===== config.mk =====
export PLATFORM = sky130hd
export DESIGN_NAME = pt2262_encoder
export DESIGN_NICKNAME = d
export VERILOG_FILES = /design/src/pt2262_pkg.sv /design/src/osc_tick_gen.sv /design/src/pt2262_encoder.sv /design/src/symbol_sequencer.sv /design/src/symbol_waveform.sv
export SDC_FILE = /design/constraint.sdc
export NUM_CORES = 1
export LEC_CHECK = 0
export CELL_PAD_IN_SITES_DETAIL_PLACEMENT = 1
export CELL_PAD_IN_SITES_GLOBAL_PLACEMENT = 1
export CORE_MARGIN = 3
export CORE_UTILIZATION = 48
export CTS_BUF_LIST = sky130_fd_sc_hd__clkbuf_4
export CTS_CLUSTER_DIAMETER = 150
export CTS_CLUSTER_SIZE = 30
export DETAILED_ROUTE_END_ITERATION = 10
export DONT_BUFFER_PORTS = 1
export HOLD_SLACK_MARGIN = 0.08
export PLACE_DENSITY_LB_ADDON = 0.1
export SYNTH_ARGS = -nofsm -noshare
export SYNTH_HDL_FRONTEND = slang
export SYNTH_SLANG_ARGS = --single-unit

===== constraint.sdc =====
create_clock -name clk -period 3 [get_ports clk]
set_clock_uncertainty 0.15 [all_clocks]
set_input_delay 0.6 -clock clk [delete_from_list [all_inputs] [get_ports clk]]
set_output_delay 0.6 -clock clk [all_outputs]
set_load 0.01 [all_outputs]

===== src/pt2262_pkg.sv =====
package pt2262_pkg;

    // Oscillator divider. With a 3 MHz clk this gives the 12 kHz tick of the encoder chip.
    localparam int OSC_DIVIDER = 250;

    // Frame layout.
    localparam int ADDR_SYMBOLS  = 8;   // Tri-state address symbols A0 to A7.
    localparam int DATA_BITS     = 4;   // Binary data symbols D0 to D3.
    localparam int FRAME_SYMBOLS = ADDR_SYMBOLS + DATA_BITS + 1; // The last one is sync.

    // Pulse widths in oscillator ticks.
    // A data or address bit is two pulse pairs and always sums to 32 ticks.
    localparam int SHORT_TICKS    = 4;
    localparam int LONG_TICKS     = 12;
    localparam int SYNC_LOW_TICKS = 124; // Sync is one short pulse and a long gap.

    // Kind of symbol put on the line.
    typedef enum logic [1:0] {
        SYM_ZERO  = 2'b00,  // Short high, long low, twice.
        SYM_ONE   = 2'b01,  // Long high, short low, twice.
        SYM_FLOAT = 2'b10,  // A zero pulse pair then a one pulse pair.
        SYM_SYNC  = 2'b11   // Frame delimiter.
    } symbol_kind_e;

    // Frame sequencer states.
    // SEQ_LOAD waits for the tick that starts a frame and captures the code word there.
    typedef enum logic {
        SEQ_LOAD = 1'b0,
        SEQ_SEND = 1'b1
    } seq_state_e;

    // Phases of one symbol on the wire.
    // The order matters because the waveform steps through them by incrementing.
    typedef enum logic [1:0] {
        PH_HIGH1 = 2'b00,
        PH_LOW1  = 2'b01,
        PH_HIGH2 = 2'b10,
        PH_LOW2  = 2'b11
    } wave_phase_e;

    // Code word sent in every frame.
    // Bit i of each address field belongs to symbol Ai.
    typedef struct packed {
        logic [ADDR_SYMBOLS-1:0] addr_value;  // Value of each address symbol when not floating.
        logic [ADDR_SYMBOLS-1:0] addr_float;  // A set bit sends F and overrides the value bit.
        logic [DATA_BITS-1:0]    data;        // Data bits, D0 in bit 0.
    } code_word_t;

endpackage


===== src/osc_tick_gen.sv =====
`timescale 1ns/100ps

// Oscillator tick generator.
// Produces a single clk-cycle enable every osc_div cycles, so the rest of the
// encoder runs entirely on clk and no divided clock ever leaves this block.
module osc_tick_gen #(
    parameter int osc_div = pt2262_pkg::OSC_DIVIDER
) (
    input  logic clk,
    input  logic reset,
    output logic tick
);

    // A divide of one still needs a one-bit counter.
    localparam int CNT_W = (osc_div > 1) ? $clog2(osc_div) : 1;

    logic [CNT_W-1:0] cnt;  // Cycles left until the next tick.

    // The counter starts full, so the first tick appears osc_div cycles after
    // reset is released, and every reload keeps the period at osc_div cycles.
    always_ff @(posedge clk or posedge reset) begin
        if (reset) begin
            cnt  <= CNT_W'(osc_div - 1);
            tick <= 1'b0;
        end else if (cnt == '0) begin
            cnt  <= CNT_W'(osc_div - 1); // Terminal count reached, reload.
            tick <= 1'b1;                // Registered, so the pulse is exactly one cycle wide.
        end else begin
            cnt  <= cnt - 1'b1;
            tick <= 1'b0;
        end
    end

endmodule


===== src/pt2262_encoder.sv =====
`timescale 1ns/100ps

// PT2262 style encoder top.
// Three stages in a chain. The tick generator paces everything, the
// sequencer picks the symbols of a frame, and the waveform block turns each
// symbol into pulses on cod_o. The frame repeats without a pause.
module pt2262_encoder #(
    parameter int osc_div = pt2262_pkg::OSC_DIVIDER
) (
    input  logic                   clk,
    input  logic                   reset,
    input  pt2262_pkg::code_word_t code,
    output logic                   cod_o,
    output logic                   sync
);

    import pt2262_pkg::*;

    logic         tick;      // One cycle enable per oscillator period.
    symbol_kind_e sym_kind;  // Symbol the sequencer wants sent next.
    logic         sym_done;  // Last tick of the symbol on the wire.

    // Oscillator tick.
    osc_tick_gen #(
        .osc_div (osc_div)
    ) i_osc_tick_gen (
        .clk   (clk),
        .reset (reset),
        .tick  (tick)
    );

    // Frame sequencer.
    symbol_sequencer i_symbol_sequencer (
        .clk      (clk),
        .reset    (reset),
        .tick     (tick),
        .code     (code),
        .sym_done (sym_done),
        .sym_kind (sym_kind)
    );

    // Pulse shaping. The outputs come straight from its registers.
    symbol_waveform i_symbol_waveform (
        .clk      (clk),
        .reset    (reset),
        .tick     (tick),
        .sym_kind (sym_kind),
        .sym_done (sym_done),
        .cod_o    (cod_o),
        .sync     (sync)
    );

endmodule


===== src/symbol_sequencer.sv =====
`timescale 1ns/100ps

// Frame sequencer.
// Walks the thirteen symbols of a frame with one index in place of a state
// per symbol. The symbol kind is decoded combinationally from the index and
// the code word, and it only moves on the cycle of sym_done, so it is stable
// on every tick the waveform block might sample.
module symbol_sequencer (
    input  logic                     clk,
    input  logic                     reset,
    input  logic                     tick,
    input  pt2262_pkg::code_word_t   code,
    input  logic                     sym_done,
    output pt2262_pkg::symbol_kind_e sym_kind
);

    import pt2262_pkg::*;

    localparam int IDX_W      = $clog2(FRAME_SYMBOLS);
    localparam int ADDR_SEL_W = $clog2(ADDR_SYMBOLS);
    localparam int DATA_SEL_W = $clog2(DATA_BITS);

    seq_state_e            state;
    logic [IDX_W-1:0]      idx;      // Symbol being sent, 0 is A0 and 12 is sync.
    code_word_t            word_q;   // Code word captured for the current frame.
    code_word_t            word;     // Code word the decoder looks at.
    logic [ADDR_SEL_W-1:0] addr_sel;
    logic [DATA_SEL_W-1:0] data_sel;
    logic                  last_sym;

    // While waiting in SEQ_LOAD the index is zero and A0 is taken from the
    // live input. The tick that starts A0 also captures that same value, so
    // the first symbol and the rest of the frame always agree.
    assign word = (state == SEQ_LOAD) ? code : word_q;

    assign addr_sel = idx[ADDR_SEL_W-1:0];
    assign data_sel = DATA_SEL_W'(idx - IDX_W'(ADDR_SYMBOLS)); // D0 follows A7.
    assign last_sym = (idx == IDX_W'(FRAME_SYMBOLS - 1));

    // Symbol decode. Float has priority over the value bit.
    always_comb begin
        if (idx < IDX_W'(ADDR_SYMBOLS)) begin
            if (word.addr_float[addr_sel]) begin
                sym_kind = SYM_FLOAT;
            end else if (word.addr_value[addr_sel]) begin
                sym_kind = SYM_ONE;
            end else begin
                sym_kind = SYM_ZERO;
            end
        end else if (idx < IDX_W'(ADDR_SYMBOLS + DATA_BITS)) begin
            sym_kind = word.data[data_sel] ? SYM_ONE : SYM_ZERO; // Data bits are never F.
        end else begin
            sym_kind = SYM_SYNC;
        end
    end

    // Frame FSM.
    always_ff @(posedge clk or posedge reset) begin
        if (reset) begin
            state <= SEQ_LOAD;
            idx   <= '0;
        end else begin
            case (state)
                SEQ_LOAD: begin
                    // The waveform starts A0 on this tick, so from here on the
                    // captured word is used.
                    if (tick) begin
                        state <= SEQ_SEND;
                    end
                end
                SEQ_SEND: begin
                    if (sym_done) begin
                        if (last_sym) begin
                            state <= SEQ_LOAD; // Sync is over and a new frame begins.
                            idx   <= '0;
                        end else begin
                            idx <= idx + 1'b1;
                        end
                    end
                end
                default: begin
                    state <= SEQ_LOAD;
                    idx   <= '0;
                end
            endcase
        end
    end

    // Code word capture at frame start.
    always_ff @(posedge clk) begin
        if (state == SEQ_LOAD && tick) begin
            word_q <= code;
        end
    end

endmodule


===== src/symbol_waveform.sv =====
`timescale 1ns/100ps

// Symbol waveform generator.
// Every symbol is sent as up to four phases, high, low, high, low. Each phase
// lasts a number of ticks that depends on the symbol kind. A zero length
// phase is skipped, which is how the two-phase sync symbol is made.
module symbol_waveform (
    input  logic                     clk,
    input  logic                     reset,
    input  logic                     tick,
    input  pt2262_pkg::symbol_kind_e sym_kind,
    output logic                     sym_done,
    output logic                     cod_o,
    output logic                     sync
);

    import pt2262_pkg::*;

    localparam int CNT_W = $clog2(SYNC_LOW_TICKS + 1); // Wide enough for the sync gap.

    wave_phase_e      phase;
    wave_phase_e      next_phase;
    logic [CNT_W-1:0] cnt;         // Ticks left in the phase after the current one.
    symbol_kind_e     kind_q;      // Symbol being sent.
    logic             last_phase;
    logic             next_high;

    // Length of one phase of a symbol in ticks.
    function automatic logic [CNT_W-1:0] phase_len(input symbol_kind_e kind,
                                                   input wave_phase_e  ph);
        logic [CNT_W-1:0] len;
        case (kind)
            SYM_ZERO:  len = (ph == PH_HIGH1 || ph == PH_HIGH2) ? CNT_W'(SHORT_TICKS)
                                                                : CNT_W'(LONG_TICKS);
            SYM_ONE:   len = (ph == PH_HIGH1 || ph == PH_HIGH2) ? CNT_W'(LONG_TICKS)
                                                                : CNT_W'(SHORT_TICKS);
            SYM_FLOAT: len = (ph == PH_HIGH1 || ph == PH_LOW2) ? CNT_W'(SHORT_TICKS)
                                                               : CNT_W'(LONG_TICKS);
            default: begin
                case (ph)
                    PH_HIGH1: len = CNT_W'(SHORT_TICKS);
                    PH_LOW1:  len = CNT_W'(SYNC_LOW_TICKS);
                    default:  len = '0; // Sync has no second pulse pair.
                endcase
            end
        endcase
        return len;
    endfunction

    // The symbol ends after LOW2, or after LOW1 when no second pair follows.
    assign last_phase = (phase == PH_LOW2) ||
                        (phase == PH_LOW1 && phase_len(kind_q, PH_HIGH2) == '0);
    assign next_phase = wave_phase_e'(phase + 1'b1);
    assign next_high  = (next_phase == PH_HIGH1 || next_phase == PH_HIGH2);

    // Done on the final tick of the symbol, so the sequencer has a whole tick
    // period to present the next kind before it is sampled.
    assign sym_done = tick && (cnt == CNT_W'(1)) && last_phase;

    // Reset parks the block at the end of a LOW2 phase, so the first tick simply
    // starts a new symbol.
    always_ff @(posedge clk or posedge reset) begin
        if (reset) begin
            phase  <= PH_LOW2;
            cnt    <= '0;
            kind_q <= SYM_ZERO;
            cod_o  <= 1'b0;
            sync   <= 1'b0;
        end else if (tick) begin
            if (cnt != '0) begin
                cnt <= cnt - 1'b1; // Still inside the current phase.
            end else if (last_phase) begin
                kind_q <= sym_kind;             // Start of a new symbol.
                phase  <= PH_HIGH1;
                cnt    <= phase_len(sym_kind, PH_HIGH1) - 1'b1;
                cod_o  <= 1'b1;
                sync   <= (sym_kind == SYM_SYNC);
            end else begin
                phase <= next_phase;
                cnt   <= phase_len(kind_q, next_phase) - 1'b1;
                cod_o <= next_high;
                sync  <= next_high && (kind_q == SYM_SYNC);
            end
        end
    end

endmodule


# Word level (Yosys, flattened, before mapping)
# Cells that the tools add are included.
# Widths: inputs -> output; s select.
word_totals:
  inputBits: 22
  ff_bits: 47
  out_inout_bits: 2
  elab_cells: 91
classes:
  n_eq_ne: 12
  bitwise: 2
  order_cmp: 4
  n_reduce_logical: 17
  mux: 37
  addsub: 7
op_table:
  columns: ["operator", "n"]
  rows:
  - ["$mux 7", 8]
  - ["$pmux 7 s3", 1]
  - ["$sub 7x1->7 const B", 3]
  - ["$mux 20", 1]
  - ["$mux 4", 5]
  - ["$pmux 7 s2", 1]
  - ["$eq 2x2->1 const B", 6]
  - ["$mux 1", 11]
  - ["$eq 2x1->1 const B", 4]
  - ["$logic_not 8->1", 1]
  - ["$lt 4x4->1 const B", 2]
  - ["$mux 2", 4]
  - ["$mux 8", 1]
  - ["$pmux 4 s2", 1]
  - ["$sub 8x1->8 const B", 1]
  - ["$eq 7x1->1 const B", 1]
  - ["$logic_not 7->1", 1]
  - ["$reduce_bool 7->1", 1]
  - ["$bmux 1 s3", 2]
  - ["$logic_and 1x1->1", 5]
  - ["$add 4x1->4 const B", 1]
  - ["$eq 4x4->1 const B", 1]
  - ["$logic_not 2->1", 2]
  - ["$lt 3x4->1 const B", 1]
  - ["10 further kinds", 14]

# Depth between registers and ports, before layout
# Gate-level depths: netlist (run 1).
logic_depth:
  ltp_word: 14
  ltp_mapped: 13
  mapped_depth_nobuf: 13

# By module
# From an unflattened synthesis (run 1), not the netlist that was laid out.
unflattened:
  cells_unflattened: 222
  hier_area_um2: 2586.2
modules_own_cells:
  columns: ["module", "area_per_inst_um2", "seq_area_each_um2", "cells_each", "n_inst"]
  rows:
  - ["symbol_sequencer", 1251.2, 725.7, 87, 1]
  - ["symbol_waveform", 870.8, 327.8, 91, 1]
  - ["osc_tick_gen", 464.2, 232.7, 44, 1]

# Least setup slack after synthesis (run 1)
# OpenSTA, ideal clock, no wires.
synth_timing:
  path_type: "input-to-reg"
  start: "input port code[3] (netlist bit)"
  end: "register i_symbol_waveform.cnt[4]"
  setup_ps: 65
  path_buffers: 0
  path_stages: 11
  path_slack_ps: 129
  t_required_ps: 2785
  arrival_time_ps: 2656
  cell_sequence: "mux4_1 > mux2_2 > o21ai_2 > o311ai_1 > a41oi_1 > ha_1 > inv_1 > ha_1 > nor3_1 > or4_1 > nand2_1"
synth_via:
  elab_chain_cells: 14
synth_lines:
  columns: ["element", "line", "source"]
  rows:
  - ["from (decl)", "pt2262_encoder.sv:12", "input pt2262_pkg::code_word_t code,"]
  - ["$mux 20", "symbol_sequencer.sv:34", "assign word = (state == SEQ_LOAD) ? code : word_q;"]
  - ["$bmux 1 s2", "symbol_sequencer.sv:51", "sym_kind = word.data[data_sel] ? SYM_ONE : SYM_ZERO;"]
  - ["$mux 1 (not written as such)", "symbol_sequencer.sv:51", null]
  - ["$mux 1", "symbol_sequencer.sv:51", null]
  - ["$mux 2", "symbol_sequencer.sv:50", "end else if (idx < IDX_W'(ADDR_SYMBOLS + DATA_BITS)) begin"]
  - ["$mux 2", "symbol_sequencer.sv:42", "if (idx < IDX_W'(ADDR_SYMBOLS)) begin"]
  - ["$eq 2x1->1", "symbol_waveform.sv:32", "case (kind)"]
  - ["$mux 4", null, null]
  - ["$mux 7", "symbol_waveform.sv:72", "end else if (last_phase) begin"]
  - ["$mux 7", "symbol_waveform.sv:70", "if (cnt != '0) begin"]
  - ["$mux 7", "symbol_waveform.sv:69", "end else if (tick) begin"]
  - ["$sub 7x1->7", "symbol_waveform.sv:75", "cnt <= phase_len(sym_kind, PH_HIGH1) - 1'b1;"]
  - ["$mux 7", "symbol_waveform.sv:72", null]
  - ["$mux 7", "symbol_waveform.sv:70", null]
  - ["to (signal assigned)", "symbol_waveform.sv:71", "cnt <= cnt - 1'b1;"]
  - ["to (signal assigned)", "symbol_waveform.sv:75", null]
  - ["to (signal assigned)", "symbol_waveform.sv:80", "cnt <= phase_len(kind_q, next_phase) - 1'b1;"]
  - ["to (decl)", "symbol_waveform.sv:23", "logic [CNT_W-1:0] cnt;"]
# Every way passes these cells. The select of a mux whose other input is x is not followed.
# A chain may end at the register's enable or synchronous reset.

# Worst setup path after layout (run 1)
layout_timing:
  start: "register i_symbol_sequencer.state"
  end: "register i_symbol_waveform.cnt[4]"
layout_via:
  elab_chain_cells: 14
  elab_cells_between_ends: 20
  cone_classes: "add/sub (1); eq/ne (1); mux (18)"
layout_lines:
  columns: ["element", "line", "source"]
  rows:
  - ["from (decl)", "symbol_sequencer.sv:23", "seq_state_e state;"]
  - ["from (signal assigned)", "symbol_sequencer.sv:60", "state <= SEQ_LOAD;"]
  - ["from (signal assigned)", "symbol_sequencer.sv:68", "state <= SEQ_SEND;"]
  - ["from (signal assigned)", "symbol_sequencer.sv:74", "state <= SEQ_LOAD;"]
  - ["$mux 20 (*)", "symbol_sequencer.sv:34", null]
  - ["$bmux 1 s3 / $bmux 1 s2 (equally long branches)", "symbol_sequencer.sv:45, symbol_sequencer.sv:51", null]
  - ["$mux 1 (on tied branches) (2 in series)", "symbol_sequencer.sv:45, symbol_sequencer.sv:51", null]
  - ["$mux 2 (on tied branches)", "symbol_sequencer.sv:43, symbol_sequencer.sv:50", null]
  - ["$mux 2 (*)", "symbol_sequencer.sv:42", null]
  - ["$eq 2x1->1 (*)", "symbol_waveform.sv:32", null]
  - ["$mux 4 (*)", null, null]
  - ["$mux 7 (*)", "symbol_waveform.sv:72", null]
  - ["$mux 7 (*)", "symbol_waveform.sv:70", null]
  - ["$mux 7 (*)", "symbol_waveform.sv:69", null]
  - ["$sub 7x1->7 (*)", "symbol_waveform.sv:75", null]
  - ["$mux 7 (*)", "symbol_waveform.sv:72", null]
  - ["$mux 7 (*)", "symbol_waveform.sv:70", null]
# Every way passes the cells marked *; elsewhere a longest branch is shown, timed or not. The select of a mux whose other input is x is not followed.

==> flow_summary.toml, run 1 <==
[clocking]
ctsRootBufferMaster = "sky130_fd_sc_hd__clkbuf_4"
cts_tree = "done"
cts_sinks = 47
htree_num_levels = 2
cts_setup_buffers = 0
cts.path.max_buffers = 2
insertion_delay_ps = 390
tritoncts.num_buffers = 5
clkSlewWorstSetupHoldPaths_ps = 140

[synth]
postSynthRegisterBits = 47
synth_simple_gate_area_share = 0.132
synth.distinct_cells = 44
synth_warnings = 0
yosysSeqAreaShare = 0.524
synth_top_family_by_area = "simple AND/OR/NAND/NOR gates"
syn_inst = 214
compound_gate_fraction_of_synth_area = 0.122
postSynth.topFlopCell = "sky130_fd_sc_hd__edfxtp_1"
synth.cell_area_um2 = 2460
postSynth.asyncResetShare = 0.574
number_of_synthesized_flops_with_an_enable_pin = 20
yosys-mux-area-fraction = 0.106
synth_adder_area_share = 0.0611
synth.avg_cell_area_um2 = 11.5
synth_nets = 248
yosys.area_share.xor_xnor = 0.0143

[critical_path]
worstPathRequired_ps = 3190
timing.critical_path.depth = 11
path_delay_family = "multiplexers"
crit_chain = "mux4_2 -> mux2_4 -> o21ai_4 -> o311ai_4 -> a41oi_2 -> ha_1 -> inv_1 -> ha_1 -> nor3_1 -> or4_1 -> nand2_1"
crit_path_max_fanout = 3
critical-path-max-stage-delay_ps = 510
critical_path.most_common_cell = "sky130_fd_sc_hd__ha_1"
critPathKind = "flip-flop to flip-flop"
worst_ep_arrival_ps = 3070
kind_of_capture_point_of_the_worst_setup_path = "flip-flop"
worst_path_max_delay_cell = "sky130_fd_sc_hd__mux4_2"
setup.reg_to_reg.worst_slack_ps = 110
worstSetupStartpointType = "flip-flop"
critical_path_buf_inv_count = 1
r2r.worst_path.cells = 11

[place]
detailed_place_hpwl_um = 3610
numPlacedInstances = 278
number_of_port_buffers = 0
gp_congestion = 0.827
placed_cell_area_um2 = 2550

[global_route]
gr-total-overflow = 0
gr-usage-all-layers = 0.186
via_count_of_the_first_global_routing_pass = 1791
largest_net_degree_at_the_start_of_global_routing = 21
grt_antenna_before_repair = 0
grt_first_pass_wirelength_um = 8780

[route]
detailroute.via_count = 1661
route.detailed.wl_per_inst_um = 17.6
first_pass_iters = 4
drtIter0Drc = 122
route.detailed.drc = 0
post_drt_via_cell_ratio = 5.79
route.antenna.remaining_nets = 0
postRouteWirelength_um = 5050

[final_layout]
final_nets = 253
num_antenna_cells = 0
flow.area_growth_from_synthesis_pct = 8.71
fillers = 501
final_cells = 287
layout-drive-gt1-share = 0.159
design_area_um2 = 2670

[timing]
post-route-period-util = 0.962
final.min_clock_period_ps = 2890
rsz0062_at_grt = "true"
final_hold_viol_count = 0
final-max-slew-violation-count = 0
setup_viol = 0
timing.fmax_mhz = 346
maxSlewHeadroom = 0.616
tightestPinTransition_ps = 572

[worst_hold_path]
min_path_type = "primary input to flip-flop"
hold-path-cell-count = 0

[power]
power.static_leakage_uw = 0.00109
total_power_uw = 1070
pwr_density_cell_nw_per_um2 = 402
worst_ir_drop_vdd_mv = 0.251

[die]
placeableCoreArea_um2 = 4850
die_width_um = 77.5
fp-row-count = 25
fp.dieArea_um2 = 6010
effective_utilization_at_floorplan = 0.507
die_y_um = 77.5
io_pins = 24

[status]
outcome = "complete, no violations"

[flow_run]
maxCapViolations = 0
-- Yosys cell counts, drive strengths merged, types with 3 or more instances --
library cell	n	share of area
mux4	5	0.052
buf	3	0.0087
dfrtp	19	0.19
a21o	4	0.012
nand2b	4	0.010
nand4	4	0.010
nor2	8	0.012
a22oi	5	0.015
inv	16	0.024
edfxtp	20	0.24
nor2b	4	0.010
dfstp	8	0.086
nand2	17	0.026
nor3	7	0.016
ha	12	0.061
a21oi	8	0.016
mux2i	10	0.041
clkbuf	5	0.0076
xnor2	3	0.011
nand3	8	0.016
mux2	3	0.014
a31oi	3	0.0076
o21ai	15	0.032
-- cells by family (layout without fill, tap and decap cells) --
family,after synthesis,count (layout)
AO/OA/AOI/OAI,46,46
multiplexers,18,18
AND/OR/NAND/NOR,63,63
buffers and inverters,24,30
flip-flops,47,47
XOR/XNOR,4,4
adder cells (fa/ha/maj),12,12
-- sequential cells by signal, summed over array words and instances, names as in the netlist --
name,flops
i_symbol_waveform.phase,2
i_symbol_waveform.cod_o,1
i_symbol_sequencer.word_q,20
i_symbol_waveform.sync,1
i_osc_tick_gen.tick,1
i_symbol_waveform.kind_q,2
i_symbol_sequencer.state,1
i_symbol_sequencer.idx,4
i_osc_tick_gen.cnt,8
i_symbol_waveform.cnt,7
-- metal layers --
metal	global-route usage	vias up	part of all wire	routed length (um)
li1	-	797	-	-
met1	0.248	828	0.45	2270
met2	0.302	28	0.50	2520
met3	0.0441	8	0.036	181
met4	0.0534	0	0.016	82
met5	0	-	0	0
-- cell type report --
class | instances | area, um^2 | share of cell area
multi-input cells | 143 | 1100 | 0.413
well taps | 67 | 83.8 | 0.0314
clock buffers | 5 | 37.5 | 0.0141
clock inverters | 3 | 38.8 | 0.0145
repair buffers | 6 | 60.1 | 0.0225
inverters | 16 | 60.1 | 0.0225
flip-flops and latches | 47 | 1290 | 0.482
-- layout by cell type (no fill, tap or decap), types with 2 or more instances in the layout --
cell,count
sky130_fd_sc_hd__a21o_1,4
sky130_fd_sc_hd__nand3_1,8
sky130_fd_sc_hd__nand4_1,4
sky130_fd_sc_hd__dfstp_2,8
sky130_fd_sc_hd__a31o_2,2
sky130_fd_sc_hd__o22a_1,2
sky130_fd_sc_hd__a22oi_1,5
sky130_fd_sc_hd__nand2b_1,4
sky130_fd_sc_hd__nor2_1,8
sky130_fd_sc_hd__nor2b_1,4
sky130_fd_sc_hd__ha_1,12
sky130_fd_sc_hd__mux2i_1,10
sky130_fd_sc_hd__inv_1,16
sky130_fd_sc_hd__buf_4,4
sky130_fd_sc_hd__a31oi_1,3
sky130_fd_sc_hd__nor4_1,2
sky130_fd_sc_hd__mux4_2,3
sky130_fd_sc_hd__dfrtp_1,18
sky130_fd_sc_hd__nand2_1,17
sky130_fd_sc_hd__edfxtp_1,20
sky130_fd_sc_hd__nor3_1,6
sky130_fd_sc_hd__or4_1,2
sky130_fd_sc_hd__or3_1,2
sky130_fd_sc_hd__and3_1,2
sky130_fd_sc_hd__xnor2_1,3
sky130_fd_sc_hd__mux4_1,2
sky130_fd_sc_hd__a21oi_1,8
sky130_fd_sc_hd__o21ai_0,13
sky130_fd_sc_hd__clkbuf_4,5
sky130_fd_sc_hd__mux2_2,2
-- worst paths after layout --
kind | startpoint | to
max | i_symbol_sequencer.state | i_symbol_waveform.cnt[4]
max in group asynchronous | reset | i_symbol_waveform.phase[0]
max reg2reg | i_symbol_sequencer.state | i_symbol_waveform.cnt[4]
min reg2reg | i_osc_tick_gen.cnt[0] | i_osc_tick_gen.cnt[0]
min | code[6] | i_symbol_sequencer.word_q[6]
min in group asynchronous | reset | i_osc_tick_gen.tick
-- power breakdown --
group          internal (uW)  switching (uW)
logic                   4.52            7.46
registers                672               0
clock network            172             219
-- per-stage QoR --
stage,setup TNS (ps),utilization,setup WS [ps],hold slack [ps]
finish,0,0.551,114,144
global route,-9.66,0.551,-9.66,126
CTS,0,0.544,3.49,151
detailed placement,-29.0,0.526,-29.0,292
global placement,-7.53,0.526,-7.53,287
floorplan,0,-,129,278
-- timing repair --
action                                  CTS  global route
hold buffers                              1             0
hold endpoints to repair                  3             0
gates resized for setup                   0            10
endpoints found under the setup margin    0             1
(Power assumes the default switching activity.)
==> inputs of run 2 (changes only) <==
--- a/config.mk
+++ b/config.mk
@@ -18,2 +18,3 @@
 export PLACE_DENSITY_LB_ADDON = 0.1
+export RECOVER_POWER = 50
 export SYNTH_ARGS = -nofsm -noshare
==> constraint.sdc (replaced) <==
create_clock -name clk -period 3 [get_ports clk]
set_clock_uncertainty 0.15 [all_clocks]
set_input_delay 0.15 -clock clk [delete_from_list [all_inputs] [get_ports clk]]
set_output_delay 0.15 -clock clk [all_outputs]
set_load 0.01 [all_outputs]
==> run 2 against run 1 <==
Against the previous run: setup slack got worse by 36 ps; via count up 6.1%; utilization grew 3.5 points; non-clock buffer count up 19; critical path depth stayed put; largest cell class unchanged; clock-buffer cell count grew 1; clock power fell by 23%; critical path type unchanged; sequential cell count unchanged; sequential power about the same; hold slack improved by 53 ps; die area unchanged.
==> flow_summary.toml, run 2 (synthesis results as in run 1) <==
[global_route]
largest_net_degree_at_the_start_of_global_routing = 28
gr-usage-all-layers = 0.197
gr-total-overflow = 0
grt_first_pass_wirelength_um = 9190
via_count_of_the_first_global_routing_pass = 1922
grt_antenna_before_repair = 0

[route]
postRouteWirelength_um = 5280
route.antenna.remaining_nets = 0
route.detailed.wl_per_inst_um = 17.3
detailroute.via_count = 1763
first_pass_iters = 4
drtIter0Drc = 65
route.detailed.drc = 0
post_drt_via_cell_ratio = 5.76

[die]
fp-row-count = 25
io_pins = 24
die_y_um = 77.5
fp.dieArea_um2 = 6010
effective_utilization_at_floorplan = 0.507
die_width_um = 77.5
placeableCoreArea_um2 = 4850

[critical_path]
critPathKind = "flip-flop to flip-flop"
worstPathRequired_ps = 3170
setup.reg_to_reg.worst_slack_ps = 80
r2r.worst_path.cells = 11
kind_of_capture_point_of_the_worst_setup_path = "flip-flop"
worstSetupStartpointType = "flip-flop"
crit_chain = "mux4_2 -> mux2_4 -> o21ai_4 -> o311ai_4 -> a41oi_2 -> ha_2 -> inv_1 -> ha_1 -> nor3_1 -> or4_1 -> nand2_1"
worst_path_max_delay_cell = "sky130_fd_sc_hd__mux4_2"
r2r-end = "i_symbol_waveform.cnt[4]"
critical_path.reg2reg.startpoint = "i_symbol_sequencer.state"
timing.critical_path.depth = 11
path_delay_family = "multiplexers"
critical_path_buf_inv_count = 1
crit_path_max_fanout = 4
critical-path-max-stage-delay_ps = 510
worst_ep_arrival_ps = 3090

[worst_hold_path]
hold-path-cell-count = 4
worst_hold_start = "code[16]"
min_path_type = "primary input to flip-flop"
worst_hold_path.endpoint = "i_symbol_waveform.kind_q[0]"

[final_layout]
final_common_cell = "sky130_fd_sc_hd__dlygate4sd3_1"
layout-drive-gt1-share = 0.155
flip_flop_count_of_the_largest_register_all_copies_and_words_added = 20
commonest_cells_after_routing_fill_and_taps_aside = "sky130_fd_sc_hd__dlygate4sd3_1, sky130_fd_sc_hd__edfxtp_1, sky130_fd_sc_hd__nand2_1, sky130_fd_sc_hd__dfrtp_1, sky130_fd_sc_hd__inv_1"
regMostFlops = "i_symbol_sequencer.word_q"
design_area_um2 = 2840
flow.area_growth_from_synthesis_pct = 15.6
largest_registers = "i_symbol_sequencer.word_q x20, i_osc_tick_gen.cnt x8, i_symbol_waveform.cnt x7"
num_antenna_cells = 0
final_nets = 272

[flow_run]
maxCapViolations = 0

[timing]
maxSlewHeadroom = 0.323
rsz0062_at_grt = "true"
final-max-slew-violation-count = 0
tightestPinTransition_ps = 1010
setup_viol = 0
final_hold_viol_count = 0
final.min_clock_period_ps = 2920
timing.fmax_mhz = 342
post-route-period-util = 0.974
worst_slack_ps = 77.7

[clocking]
insertion_delay_ps = 360
cts_tree = "done"
clkSlewWorstSetupHoldPaths_ps = 130
ctsRootBufferMaster = "sky130_fd_sc_hd__clkbuf_4"
htree_num_levels = 2
cts.path.max_buffers = 2
tritoncts.num_buffers = 5
cts_sinks = 47

[power]
power.static_leakage_uw = 0.00115
total_power_uw = 1010
pwr_density_cell_nw_per_um2 = 354
worst_ir_drop_vdd_mv = 0.254

[place]
number_of_port_buffers = 0
placed_cell_area_um2 = 2530
detailed_place_hpwl_um = 3670
preCtsSetupSlack_ps = 54.5
gp_congestion = 0.816

[status]
outcome = "complete, no violations"
## run 2: worst max path at each step
stage	start	end	slack [ps]
after CTS	i_symbol_sequencer.state	i_symbol_waveform.cnt[4]	20
after global routing	i_symbol_sequencer.state	i_symbol_waveform.cnt[4]	-110
after global placement	i_symbol_sequencer.state	i_symbol_waveform.cnt[4]	120
after floorplan	i_symbol_sequencer.state	i_symbol_waveform.cnt[4]	190
final	i_symbol_sequencer.state	i_symbol_waveform.cnt[4]	80
after detailed placement	i_symbol_sequencer.state	i_symbol_waveform.cnt[4]	50
## run 2: area by class of cell
cell class	instances	area (um^2)
fill	519	2010
sequential	47	1290
multi-input combinational	143	1100
timing repair buffer	25	244
tap	67	83.8
inverter	16	60.1
clock buffer	6	45.0
clock inverter	2	12.5
## run 2: worst reg2reg max path: stages (launching register included)
cell	delay, ps
sky130_fd_sc_hd__dfrtp_2	430
sky130_fd_sc_hd__mux4_2	510
sky130_fd_sc_hd__mux2_4	300
sky130_fd_sc_hd__o21ai_4	170
sky130_fd_sc_hd__o311ai_4	120
sky130_fd_sc_hd__a41oi_2	220
sky130_fd_sc_hd__ha_2	190
sky130_fd_sc_hd__inv_1	40
sky130_fd_sc_hd__ha_1	260
sky130_fd_sc_hd__nor3_1	30
sky130_fd_sc_hd__or4_1	390
sky130_fd_sc_hd__nand2_1	70
## run 2: repair_timing
item,4_1_cts,5_1_grt
setup buffers,0,0
setup endpoints to repair,0,1
resized for setup,0,13
hold endpoints to repair,39,0
hold buffers,21,0
## run 2: routing by layer
layer  up-vias  GRT usage  share of wire
met3        10     0.0441          0.037
met5         -          0              0
li1        829          -              -
met2        35      0.340           0.52
met1       889      0.242           0.43
met4         0     0.0712          0.017
## run 2: metrics by stage
| step | utilization | hold slack [ps] | instances | setup TNS, ps |
|---|---|---|---|---|
| after global placement | 0.522 | 99.0 | 277 | 0 |
| after detailed placement | 0.522 | 99.0 | 277 | 0 |
| after floorplan | - | 46.8 | 214 | 0 |
| final | 0.586 | 197 | 306 | 0 |
| after global routing | 0.586 | 197 | 306 | -113 |
| after CTS | 0.577 | 172 | 306 | 0 |
## run 2: where the power goes
group	leakage [uW]	internal, uW	switching [uW]
clock	0.0000317	99.7	204
sequential	0.000484	671	0
combinational	0.000629	20.9	10.8
